===== src/mduConsts.svh =====
////////////////////
// mdu constants
// widths, divider step count and M-extension funct3 codes
////////////////////

`ifndef MDU_CONSTS_SVH
`define MDU_CONSTS_SVH

// data path
`define XLEN      32
`define DIV_STEPS 32   // one quotient bit per step
`define STEP_W    6    // must hold DIV_STEPS itself

// funct3 of the M extension, RISC-V order
`define F3_MUL    3'd0
`define F3_MULH   3'd1
`define F3_MULHSU 3'd2
`define F3_MULHU  3'd3
`define F3_DIV    3'd4
`define F3_DIVU   3'd5
`define F3_REM    3'd6
`define F3_REMU   3'd7

`endif


===== src/mduPkg.sv =====
////////////////////
// mdu types
// request, multiplier stage word and divider state
////////////////////

`default_nettype none

`include "mduConsts.svh"

package mduPkg;

  // execute-stage request, operands already forwarded
  typedef struct packed {
    logic [2:0]       funct3;
    logic [`XLEN-1:0] srcA;
    logic [`XLEN-1:0] srcB;
  } mduReq_t;

  // multiplier word held in the memory stage
  typedef struct packed {
    logic               valid;
    logic               selHigh;   // upper half wanted
    logic [2*`XLEN-1:0] product;
  } mulStage_t;

  typedef enum logic [1:0] {
    stIdle = 2'd0,
    stRun  = 2'd1,
    stDone = 2'd2
  } divState_t;

endpackage

`default_nettype wire


===== src/divCtrl.sv =====
////////////////////
// mdu issue and divide control
// splits starts into multiply issue or divide load, sequences the divider
////////////////////

`default_nettype none

module divCtrl (
  input  logic       clk,
  input  logic       rstN,
  input  logic       startE,
  input  logic       flushE,
  input  logic [2:0] funct3E,
  input  logic       lastStep,
  output logic       mulIssue,
  output logic       divLoad,
  output logic       divStep,
  output logic       divDone,
  output logic       divBusyE
);

  import mduPkg::*;

  divState_t state, stateNext;

  // funct3[2] set means div/rem
  assign mulIssue = startE & ~funct3E[2];
  assign divLoad  = startE & funct3E[2];

  always_comb begin
    stateNext = state;
    case (state)
      stIdle: if (divLoad) stateNext = stRun;
      stRun:  if (lastStep) stateNext = stDone;
      stDone: stateNext = divLoad ? stRun : stIdle;  // back-to-back divide allowed
      default: stateNext = stIdle;
    endcase
    if (flushE && !divLoad) stateNext = stIdle;  // kills the divide in flight
  end

  always_ff @(posedge clk or negedge rstN) begin
    if (!rstN) state <= stIdle;
    else       state <= stateNext;
  end

  assign divStep  = (state == stRun);
  assign divBusyE = (state == stRun);
  assign divDone  = (state == stDone);

  // hazard logic must hold the execute stage while busy
  assert property (@(posedge clk) disable iff (!rstN) startE |-> !divBusyE)
    else $error("mdu start while divider busy");

endmodule

`default_nettype wire


===== src/divCounter.sv =====
////////////////////
// divider step counter
////////////////////

`default_nettype none

`include "mduConsts.svh"

module divCounter (
  input  logic clk,
  input  logic rstN,
  input  logic clear,
  input  logic step,
  output logic lastStep
);

  logic [`STEP_W-1:0] count;

  always_ff @(posedge clk or negedge rstN) begin
    if (!rstN)      count <= '0;
    else if (clear) count <= '0;
    else if (step)  count <= count + 1'b1;
  end

  assign lastStep = step && (count == `STEP_W'(`DIV_STEPS - 1));  // 32nd step this cycle

  // controller must leave run on the last step
  assert property (@(posedge clk) disable iff (!rstN) count <= `STEP_W'(`DIV_STEPS))
    else $error("divider step count overran");

endmodule

`default_nettype wire


===== src/divDatapath.sv =====
////////////////////
// divider datapath
// restoring shift-subtract on magnitudes, sign fix-up at the output
////////////////////

`default_nettype none

`include "mduConsts.svh"

module divDatapath (
  input  logic                 clk,
  input  logic                 rstN,
  input  logic                 load,
  input  logic                 step,
  input  mduPkg::mduReq_t      reqE,
  output logic [`XLEN-1:0]     divResult
);

  import mduPkg::*;

  logic             signedOp, isRem;
  logic             negA, negB;
  logic [`XLEN-1:0] absA, absB;

  logic [`XLEN-1:0] divisorQ;
  logic [`XLEN-1:0] quoQ;      // starts as the dividend, shifts out as quotient bits enter
  logic [`XLEN-1:0] remQ;
  logic             negQuoQ, negRemQ, isRemQ;

  logic [`XLEN:0]   shifted;
  logic [`XLEN+1:0] diff;
  logic [`XLEN-1:0] quoOut, remOut;

  ////////////////////
  // operand prep
  ////////////////////

  assign signedOp = (reqE.funct3 == `F3_DIV) || (reqE.funct3 == `F3_REM);
  assign isRem    = (reqE.funct3 == `F3_REM) || (reqE.funct3 == `F3_REMU);
  assign negA     = signedOp & reqE.srcA[`XLEN-1];
  assign negB     = signedOp & reqE.srcB[`XLEN-1];
  assign absA     = negA ? -reqE.srcA : reqE.srcA;
  assign absB     = negB ? -reqE.srcB : reqE.srcB;

  // sign flags and op select
  always_ff @(posedge clk or negedge rstN) begin
    if (!rstN) begin
      negQuoQ <= 1'b0;
      negRemQ <= 1'b0;
      isRemQ  <= 1'b0;
    end else if (load) begin
      negQuoQ <= (negA ^ negB) & (|reqE.srcB);  // no negate on divide by zero
      negRemQ <= negA;
      isRemQ  <= isRem;
    end
  end

  ////////////////////
  // shift-subtract
  ////////////////////

  assign shifted = {remQ, quoQ[`XLEN-1]};
  assign diff    = {1'b0, shifted} - {2'b00, divisorQ};

  always_ff @(posedge clk) begin
    if (load) begin
      divisorQ <= absB;
      quoQ     <= absA;
      remQ     <= '0;
    end else if (step) begin
      if (!diff[`XLEN+1]) begin  // fits, keep the difference
        remQ <= diff[`XLEN-1:0];
        quoQ <= {quoQ[`XLEN-2:0], 1'b1};
      end else begin
        remQ <= shifted[`XLEN-1:0];
        quoQ <= {quoQ[`XLEN-2:0], 1'b0};
      end
    end
  end

  // restore signs
  assign quoOut    = negQuoQ ? -quoQ : quoQ;
  assign remOut    = negRemQ ? -remQ : remQ;
  assign divResult = isRemQ ? remOut : quoOut;

endmodule

`default_nettype wire


===== src/mulPipe.sv =====
////////////////////
// multiplier, execute to memory
// 33x33 signed product covers all four variants
////////////////////

`default_nettype none

`include "mduConsts.svh"

module mulPipe (
  input  logic                  clk,
  input  logic                  rstN,
  input  logic                  mulIssue,
  input  logic                  flushE,
  input  mduPkg::mduReq_t       reqE,
  output mduPkg::mulStage_t     mulStageM
);

  import mduPkg::*;

  logic                      signA, signB;
  logic signed [`XLEN:0]     aExt, bExt;
  logic signed [2*`XLEN+1:0] prodFull;

  logic                      validQ, selHighQ;
  logic [2*`XLEN-1:0]        productQ;

  // mulhsu treats only srcA as signed
  assign signA = (reqE.funct3 == `F3_MULH) || (reqE.funct3 == `F3_MULHSU);
  assign signB = (reqE.funct3 == `F3_MULH);

  assign aExt     = {signA & reqE.srcA[`XLEN-1], reqE.srcA};
  assign bExt     = {signB & reqE.srcB[`XLEN-1], reqE.srcB};
  assign prodFull = aExt * bExt;

  always_ff @(posedge clk or negedge rstN) begin
    if (!rstN) validQ <= 1'b0;
    else       validQ <= mulIssue;
  end

  always_ff @(posedge clk) begin
    if (mulIssue) begin
      selHighQ <= (reqE.funct3 != `F3_MUL);
      productQ <= prodFull[2*`XLEN-1:0];
    end
  end

  // flush drops the product sitting in M
  assign mulStageM.valid   = validQ & ~flushE;
  assign mulStageM.selHigh = selHighQ;
  assign mulStageM.product = productQ;

endmodule

`default_nettype wire


===== src/mduWriteback.sv =====
////////////////////
// mdu writeback register
// picks the product half or the divider result
////////////////////

`default_nettype none

`include "mduConsts.svh"

module mduWriteback (
  input  logic                  clk,
  input  logic                  rstN,
  input  mduPkg::mulStage_t     mulStageM,
  input  logic                  divDone,
  input  logic [`XLEN-1:0]      divResult,
  output logic [`XLEN-1:0]      resultW,
  output logic                  resultValidW
);

  import mduPkg::*;

  logic [`XLEN-1:0] mulResultM;

  assign mulResultM = mulStageM.selHigh ? mulStageM.product[2*`XLEN-1:`XLEN]
                                        : mulStageM.product[`XLEN-1:0];

  always_ff @(posedge clk or negedge rstN) begin
    if (!rstN) resultValidW <= 1'b0;
    else       resultValidW <= mulStageM.valid | divDone;
  end

  always_ff @(posedge clk) begin
    resultW <= mulStageM.valid ? mulResultM : divResult;
  end

  // busy blocks multiplies until the divide result has left
  assert property (@(posedge clk) disable iff (!rstN) !(mulStageM.valid && divDone))
    else $error("multiply and divide results collide in writeback");

endmodule

`default_nettype wire


===== src/mdu.sv =====
////////////////////
// integer multiply/divide unit
////////////////////

`default_nettype none

`include "mduConsts.svh"

module mdu (
  input  logic              clk,
  input  logic              rstN,
  input  logic              startE,
  input  logic              flushE,
  input  mduPkg::mduReq_t   reqE,
  output logic              divBusyE,
  output logic [`XLEN-1:0]  resultW,
  output logic              resultValidW
);

  import mduPkg::*;

  logic             mulIssue, divLoad, divStep, divDone, lastStep;
  logic [`XLEN-1:0] divResult;
  mulStage_t        mulStageM;

  // issue and divide sequencing
  divCtrl u_divCtrl (
    .clk, .rstN, .startE, .flushE,
    .funct3E(reqE.funct3),
    .lastStep, .mulIssue, .divLoad, .divStep, .divDone, .divBusyE);

  divCounter u_divCounter (
    .clk, .rstN,
    .clear(divLoad),
    .step(divStep),
    .lastStep);

  divDatapath u_divDatapath (
    .clk, .rstN,
    .load(divLoad),
    .step(divStep),
    .reqE, .divResult);

  mulPipe u_mulPipe (.clk, .rstN, .mulIssue, .flushE, .reqE, .mulStageM);

  mduWriteback u_mduWriteback (
    .clk, .rstN, .mulStageM, .divDone, .divResult,
    .resultW, .resultValidW);

endmodule

`default_nettype wire


===== config.mk =====
export PLATFORM = sky130hd
export DESIGN_NAME = mdu
export DESIGN_NICKNAME = d
export VERILOG_FILES = /design/src/mduPkg.sv /design/src/divCtrl.sv /design/src/divCounter.sv /design/src/divDatapath.sv /design/src/mulPipe.sv /design/src/mduWriteback.sv /design/src/mdu.sv
export VERILOG_INCLUDE_DIRS = /design/src
export SDC_FILE = /design/constraint.sdc
export NUM_CORES = 2
export LEC_CHECK = 0
export ABC_CLOCK_PERIOD_IN_PS = 3700
export BUFFER_PORTS_ARGS = -buffer_cell sky130_fd_sc_hd__buf_2
export CORE_ASPECT_RATIO = 0.5
export CORE_MARGIN = 2
export CORE_UTILIZATION = 65
export CTS_CLUSTER_SIZE = 40
export DETAILED_ROUTE_END_ITERATION = 7
export PLACE_DENSITY = 0.85
export SYNTH_ARGS = -nofsm -noshare
export SYNTH_HDL_FRONTEND = slang
export SYNTH_SLANG_ARGS = --single-unit

===== constraint.sdc =====
create_clock -name clk -period 3.7 [get_ports clk]
set_input_delay 0.74 -clock clk [delete_from_list [all_inputs] [get_ports clk]]
set_output_delay 0.74 -clock clk [all_outputs]
set_load 0.005 [all_outputs]

Word level (Yosys, flattened, before mapping). Cells that the tools add are included.

Bits in registers: 206. Bits of input ports: 71. Logic and storage cells: 71.

Add/subtract/negate cells: 6. Multipliers: 1. Equal/unequal tests: 10. Mux-type cells: 18. Bitwise gates (word level): 12. Reductions and logical operators: 11.

Operators by type and width (count): 2-to-1 mux 32 bit (10); negator 32 bit (4); multiplier 33 x 33 -> 64 bit (1); subtractor 33 x 32 -> 34 bit (1); OR reduction 32 bit (1); 2-to-1 mux 6 bit (2); == test 3 bit, second input constant (3); AND 1 bit (8); adder 6 x 1 -> 6 bit, second input constant (1); == test 6 x 5 -> 1 bit, second input constant (1); 2-to-1 mux 2 bit (3); case mux 2 bit (3 select lines) (1); == test 3 x 1 -> 1 bit, second input constant (1); == test 3 x 2 -> 1 bit, second input constant (1); logical OR 1 bit (3); != test 3 x 1 -> 1 bit, second input constant (1); != test 3 bit, second input constant (1); nonzero test 3 bit (1); == test 2 x 1 -> 1 bit, second input constant (1); == test 2 bit, second input constant (1); logical AND 1 bit (2); zero test 2 bit (1); 2-to-1 mux 1 bit (2); NOT 1 bit (2); 5 further kinds (5).

Longest topological paths before layout.
Depth after elaboration: 5. Depth in mapped cells: 31. Mapped depth without buffers: 30.

Cells and area by module. From an unflattened synthesis, not the netlist that was laid out.

Cell total of the unflattened synthesis: 5524. Area total of the unflattened synthesis: 50123.1 µm².

By module, submodules not included: mulPipe (times used 1, cells each 4290, area each 39944.6 µm², sequential area each 1976.9 µm²); divDatapath (times used 1, cells each 1053, area each 8396.8 µm², sequential area each 2637.5 µm²); mduWriteback (times used 1, cells each 141, area each 1377.6 µm², sequential area each 665.6 µm²); divCounter (times used 1, cells each 27, area each 279.0 µm², sequential area each 150.1 µm²); divCtrl (times used 1, cells each 13, area each 125.1 µm², sequential area each 50.0 µm²).

Worst setup path after synthesis. Ideal clock, no wire load.

Path kind: input to register. Start point: input port reqE[63] (netlist name). End point: register u_mulPipe.productQ[61], data pin. Arrival: 8565 ps. Slack: -5018 ps. Cell stages on the path: 29. Path buffers: 2. Path through: clkbuf_1 -> nor3b_1 -> clkbuf_1 -> nand2_1 -> fa_1 -> fa_1 -> inv_1 -> fa_1 -> inv_1 -> fa_1 -> inv_1 -> fa_1 -> fa_1 -> fa_1 -> inv_1 -> fa_1 -> inv_1 -> ha_1 -> a21oi_1 -> nor2b_1 -> o21ai_0 -> nand2b_1 -> a21o_1 -> a21o_1 -> a21o_1 -> a21o_1 -> o21a_1 -> o21a_1 -> o21ai_0.

Longest elaborated chain between the ends: 2.

Ends and longest elaborated chain: from (decl) (RTL line mdu.sv:14) `input mduPkg::mduReq_t reqE,`; AND 1 bit (RTL line mulPipe.sv:32) `` assign aExt = {signA & reqE.srcA[`XLEN-1], reqE.srcA}; ``; multiplier 33 x 33 -> 64 bit * (RTL line mulPipe.sv:34) `assign prodFull = aExt * bExt;`; net u_mulPipe.prodFull[61] (RTL line mulPipe.sv:23) `` logic signed [2*`XLEN+1:0] prodFull; ``; to (signal assigned) (RTL line mulPipe.sv:44) `` productQ <= prodFull[2*`XLEN-1:0]; ``; to (decl) (RTL line mulPipe.sv:26) `` logic [2*`XLEN-1:0] productQ; ``.

Mark *: on every way through the listed nets, which the timed path passes. The rest lies on a longest branch. A chain may end at the register's enable or synchronous reset.

Final worst setup path.
Start point: input port reqE[64] (netlist name). End point: register u_mulPipe.productQ[62], data pin.

Longest elaborated chain between the ends: 4. Elaborated cells between the ends (all ways): 6. Classes of those cells: mul: 1; eq/ne: 2; bitwise: 2; reduce/logical: 1.

Ends and longest elaborated chain: == test 3 x 1 -> 1 bit (no source line) / == test 3 x 2 -> 1 bit (equally long branches); logical OR 1 bit (RTL line mulPipe.sv:29) `` assign signA = (reqE.funct3 == `F3_MULH) || (reqE.funct3 == `F3_MULHSU); ``; AND 1 bit (RTL line mulPipe.sv:32); multiplier 33 x 33 -> 64 bit * (RTL line mulPipe.sv:34); net u_mulPipe.prodFull[62] (RTL line mulPipe.sv:23).

Marked as above.

==> summary.txt <==
Run status
  • Status: complete, but fails checks
  • Failing checks: setup timing

Clocking
  • Worst-Skew Late Latency: approximately 0.52 ns
  • Clk sinks: 206
  • TritonCTS Buffers: 20
  • TritonCTS clock tree: yes
  • Clock buffer depth: 3
  • CTS root buffer: clkbuf_16
  • Clock transition at path regs: 0.07 ns
  • # hold bufs at CTS: 0
  • H-Tree Depth: 1

Synthesis
  • #FFs+latches synth: 206
  • Primary FF master, synth: edfxtp_1
  • Post-Synthesis Cell Area: around 0.050 sq mm
  • Yosys warns: 0
  • Mapped Cells: roughly 5400
  • Asr flop ratio synth: 0.0631
  • EDFF count, synth: approximately 130
  • Yosys top cell by area: fa_1
  • Number of distinct library cells after synthesis: 94
  • Synth top area cells: fa_1 45%, inv_1 9.1%, edfxtp_1 7.8%, nand2_1 6.9%, ha_1 6.3%
  • Avg Synthesized Cell Area: 9.16 sq um
  • Synthesized Nets: between 6000 and 7000
  • Seq/Total Area, Yosys: 0.110
  • Yosys top cell area share: 0.452

Die
  • Row Count: 71
  • Initial Util: 0.660
  • Core ar.: 0.0755 sq mm
  • Die ar.: 0.0790 sq mm
  • I/O Pins: 105
  • Die Wd: 396 microns
  • Die Span Y: between 150 and 200 microns

Global routing
  • Initial antenna violation count: 7
  • Largest net degree at the start of global routing: 66
  • Total GRT Usage: 0.414
  • Vias in the first global route: 44092
  • First-pass GRT wire length: 247000 microns
  • Grt ovf: 0

STA
  • Post-route setup slack: -4.30 ns
  • Final period utilization: 2.16
  • Hold slack: 0.119 ns
  • Transition time of the tightest slew-check pin: 1.05 ns
  • Setup Viol. Count Final: 58
  • RSZ-0062 raised after global routing: true
  • Hold Violations, Final: 0
  • Pins Over Slew Limit: 0
  • Slew HR: 0.297
  • Clk_skew: 0.0126 ns
  • Max Freq: 125 MHz
  • Min cycle time layout: 8.00 ns

Detailed routing
  • Metal1 wirelength: around 58000 microns
  • Routed len/inst: about 24 microns
  • Initial drt markers: 4689
  • Uppermost layer routed: met5
  • Met3 routed WL: around 20000 microns
  • Router iterations before antenna repair: 8
  • Drt total wl: 162000 microns
  • WL met2: a little over 70000 microns
  • DRT antenna net count: 0
  • Routed vias/inst: 5.94
  • DRC violations left: 0
  • DR vias: 40912

Placed design
  • Port bufs: 104
  • Gpl congestion: 1.02
  • Cell area after placement: 0.0559 sq mm
  • HPWL Detailed: 131000 microns
  • Dpl ws: -4.80 ns

Hold path
  • HP Class: input pin to asynchronous set/reset pin

Worst setup path
  • Delay of the slowest critical-path stage: around 0.64 ns
  • Critical path origin: reqE[64]
  • Required @ worst endpoint: ~4 ns
  • CP Capture Point: u_mulPipe.productQ[62]
  • CP endpoint kind: flip-flop
  • CP bufs+invs: 10
  • CP max-delay cell: fa_2
  • Top delay family on crit path: adder cells
  • Arr. time, crit path: between 8 and 9 ns
  • R2R cell count: 13
  • Worst-path fanout max: 7
  • Startpoint types: input pin
  • Reg-to-reg slack, setup: 0.15 ns
  • Kind of critical path: input pin to flip-flop
  • Worst path depth: 32
  • Reg-to-Reg Start: u_divDatapath.quoQ[31]
  • CP most frequent cell: fa_1
  • End of the worst register-to-register path: u_divDatapath.remQ[30]

Cells and area
  • Most frequent cells in the layout: 1173 x inv_1, 1086 x fa_1, 896 x nand2_1, 484 x buf_4, 275 x and2_1
  • Share of cells above drive strength 1: 0.189
  • Area growth, synth to finish: 17.8%
  • Final #Nets: 7296
  • Design area: a little under 0.06 sq mm
  • Most common cell after layout, fill and taps aside: inv_1

Run
  • # Max-Cap Violations: 0
==> timing repair <==
action,CTS,global route
setup buffers,21,44
endpoints found under the setup margin,60,60
pin swaps,49,134
resized for setup,160,248
==> per-layer routing <==
metal | GRT usage | vias to the layer above
li1 | - | 17029
met1 | 0.534 | 20337
met2 | 0.651 | 2768
met3 | 0.109 | 774
met4 | 0.222 | 4
met5 | 0 | -
==> metrics by stage <==
stage          TNS (ns)  utilization  cells
5_1_grt         -203.97        0.778   6887
4_1_cts         -185.86        0.759   6848
3_5_place_dp    -227.93        0.740   6794
3_3_place_gp    -223.93        0.740   6794
6_report        -194.78        0.778   6889
2_1_floorplan   -181.83            -   5443
==> cell families (layout without fill, tap and decap cells) <==
family          count (synthesis)  after routing  synth area share
flops                         206            206             0.110
fa+ha+maj                    1375           1375             0.515
buf+inv                      1532           1953             0.116
compound gates                528            528            0.0683
simple gates                 1530           1530             0.141
mux                            61             61            0.0125
other cells                     0              3                 0
xor+xnor                      211            211            0.0371
==> worst min path at each step <==
stage                                   from                    end  slack [ns]  cells after the start
after floorplan                         rstN  u_divCounter.count[0]        0.44                      0
after global placement    u_divCtrl.state[0]     u_divCtrl.state[0]        0.47                      1
after detailed placement  u_divCtrl.state[0]     u_divCtrl.state[0]        0.49                      1
after CTS                               rstN  u_divCounter.count[0]        0.12                      1
after global routing                    rstN  u_divCounter.count[3]        0.13                      1
final                                   rstN  u_divCounter.count[0]        0.12                      1
==> state kept, by name, indices dropped and copies added (netlist names), 2 cells and up <==
signal                  cells
u_mulPipe.productQ         64
u_divDatapath.divisorQ     32
u_divDatapath.quoQ         32
u_divDatapath.remQ         32
u_mduWriteback.resultW     32
u_divCounter.count          6
u_divCtrl.state             2
==> cells in the mapped netlist (43+ instances only) <==
master and n:
fa_1 1126, a21oi_1 137, inv_1 1214, nand2_1 921, buf_1 51, o21ai_0 160
nor2_1 131, ha_1 249, edfxtp_1 129, and2_1 297, dfxtp_1 64, clkbuf_1 258
a21o_1 43, mux2i_1 57, xor2_1 72, xnor2_1 139
==> cell type report <==
cell class              count  area (sq um)
diodes                      3          7.51
clock buffers              30           604
clock inverters             6          33.8
fillers                  4720         16800
inverters                1214          4570
multi-input cells        3705         40500
flip-flops and latches    206          5480
well taps                1022          1280
repair buffers            703          6300
Power is left out: the tool's default activity adds up to more than one toggle a clock period on the data nets, which glitch-free logic cannot reach.
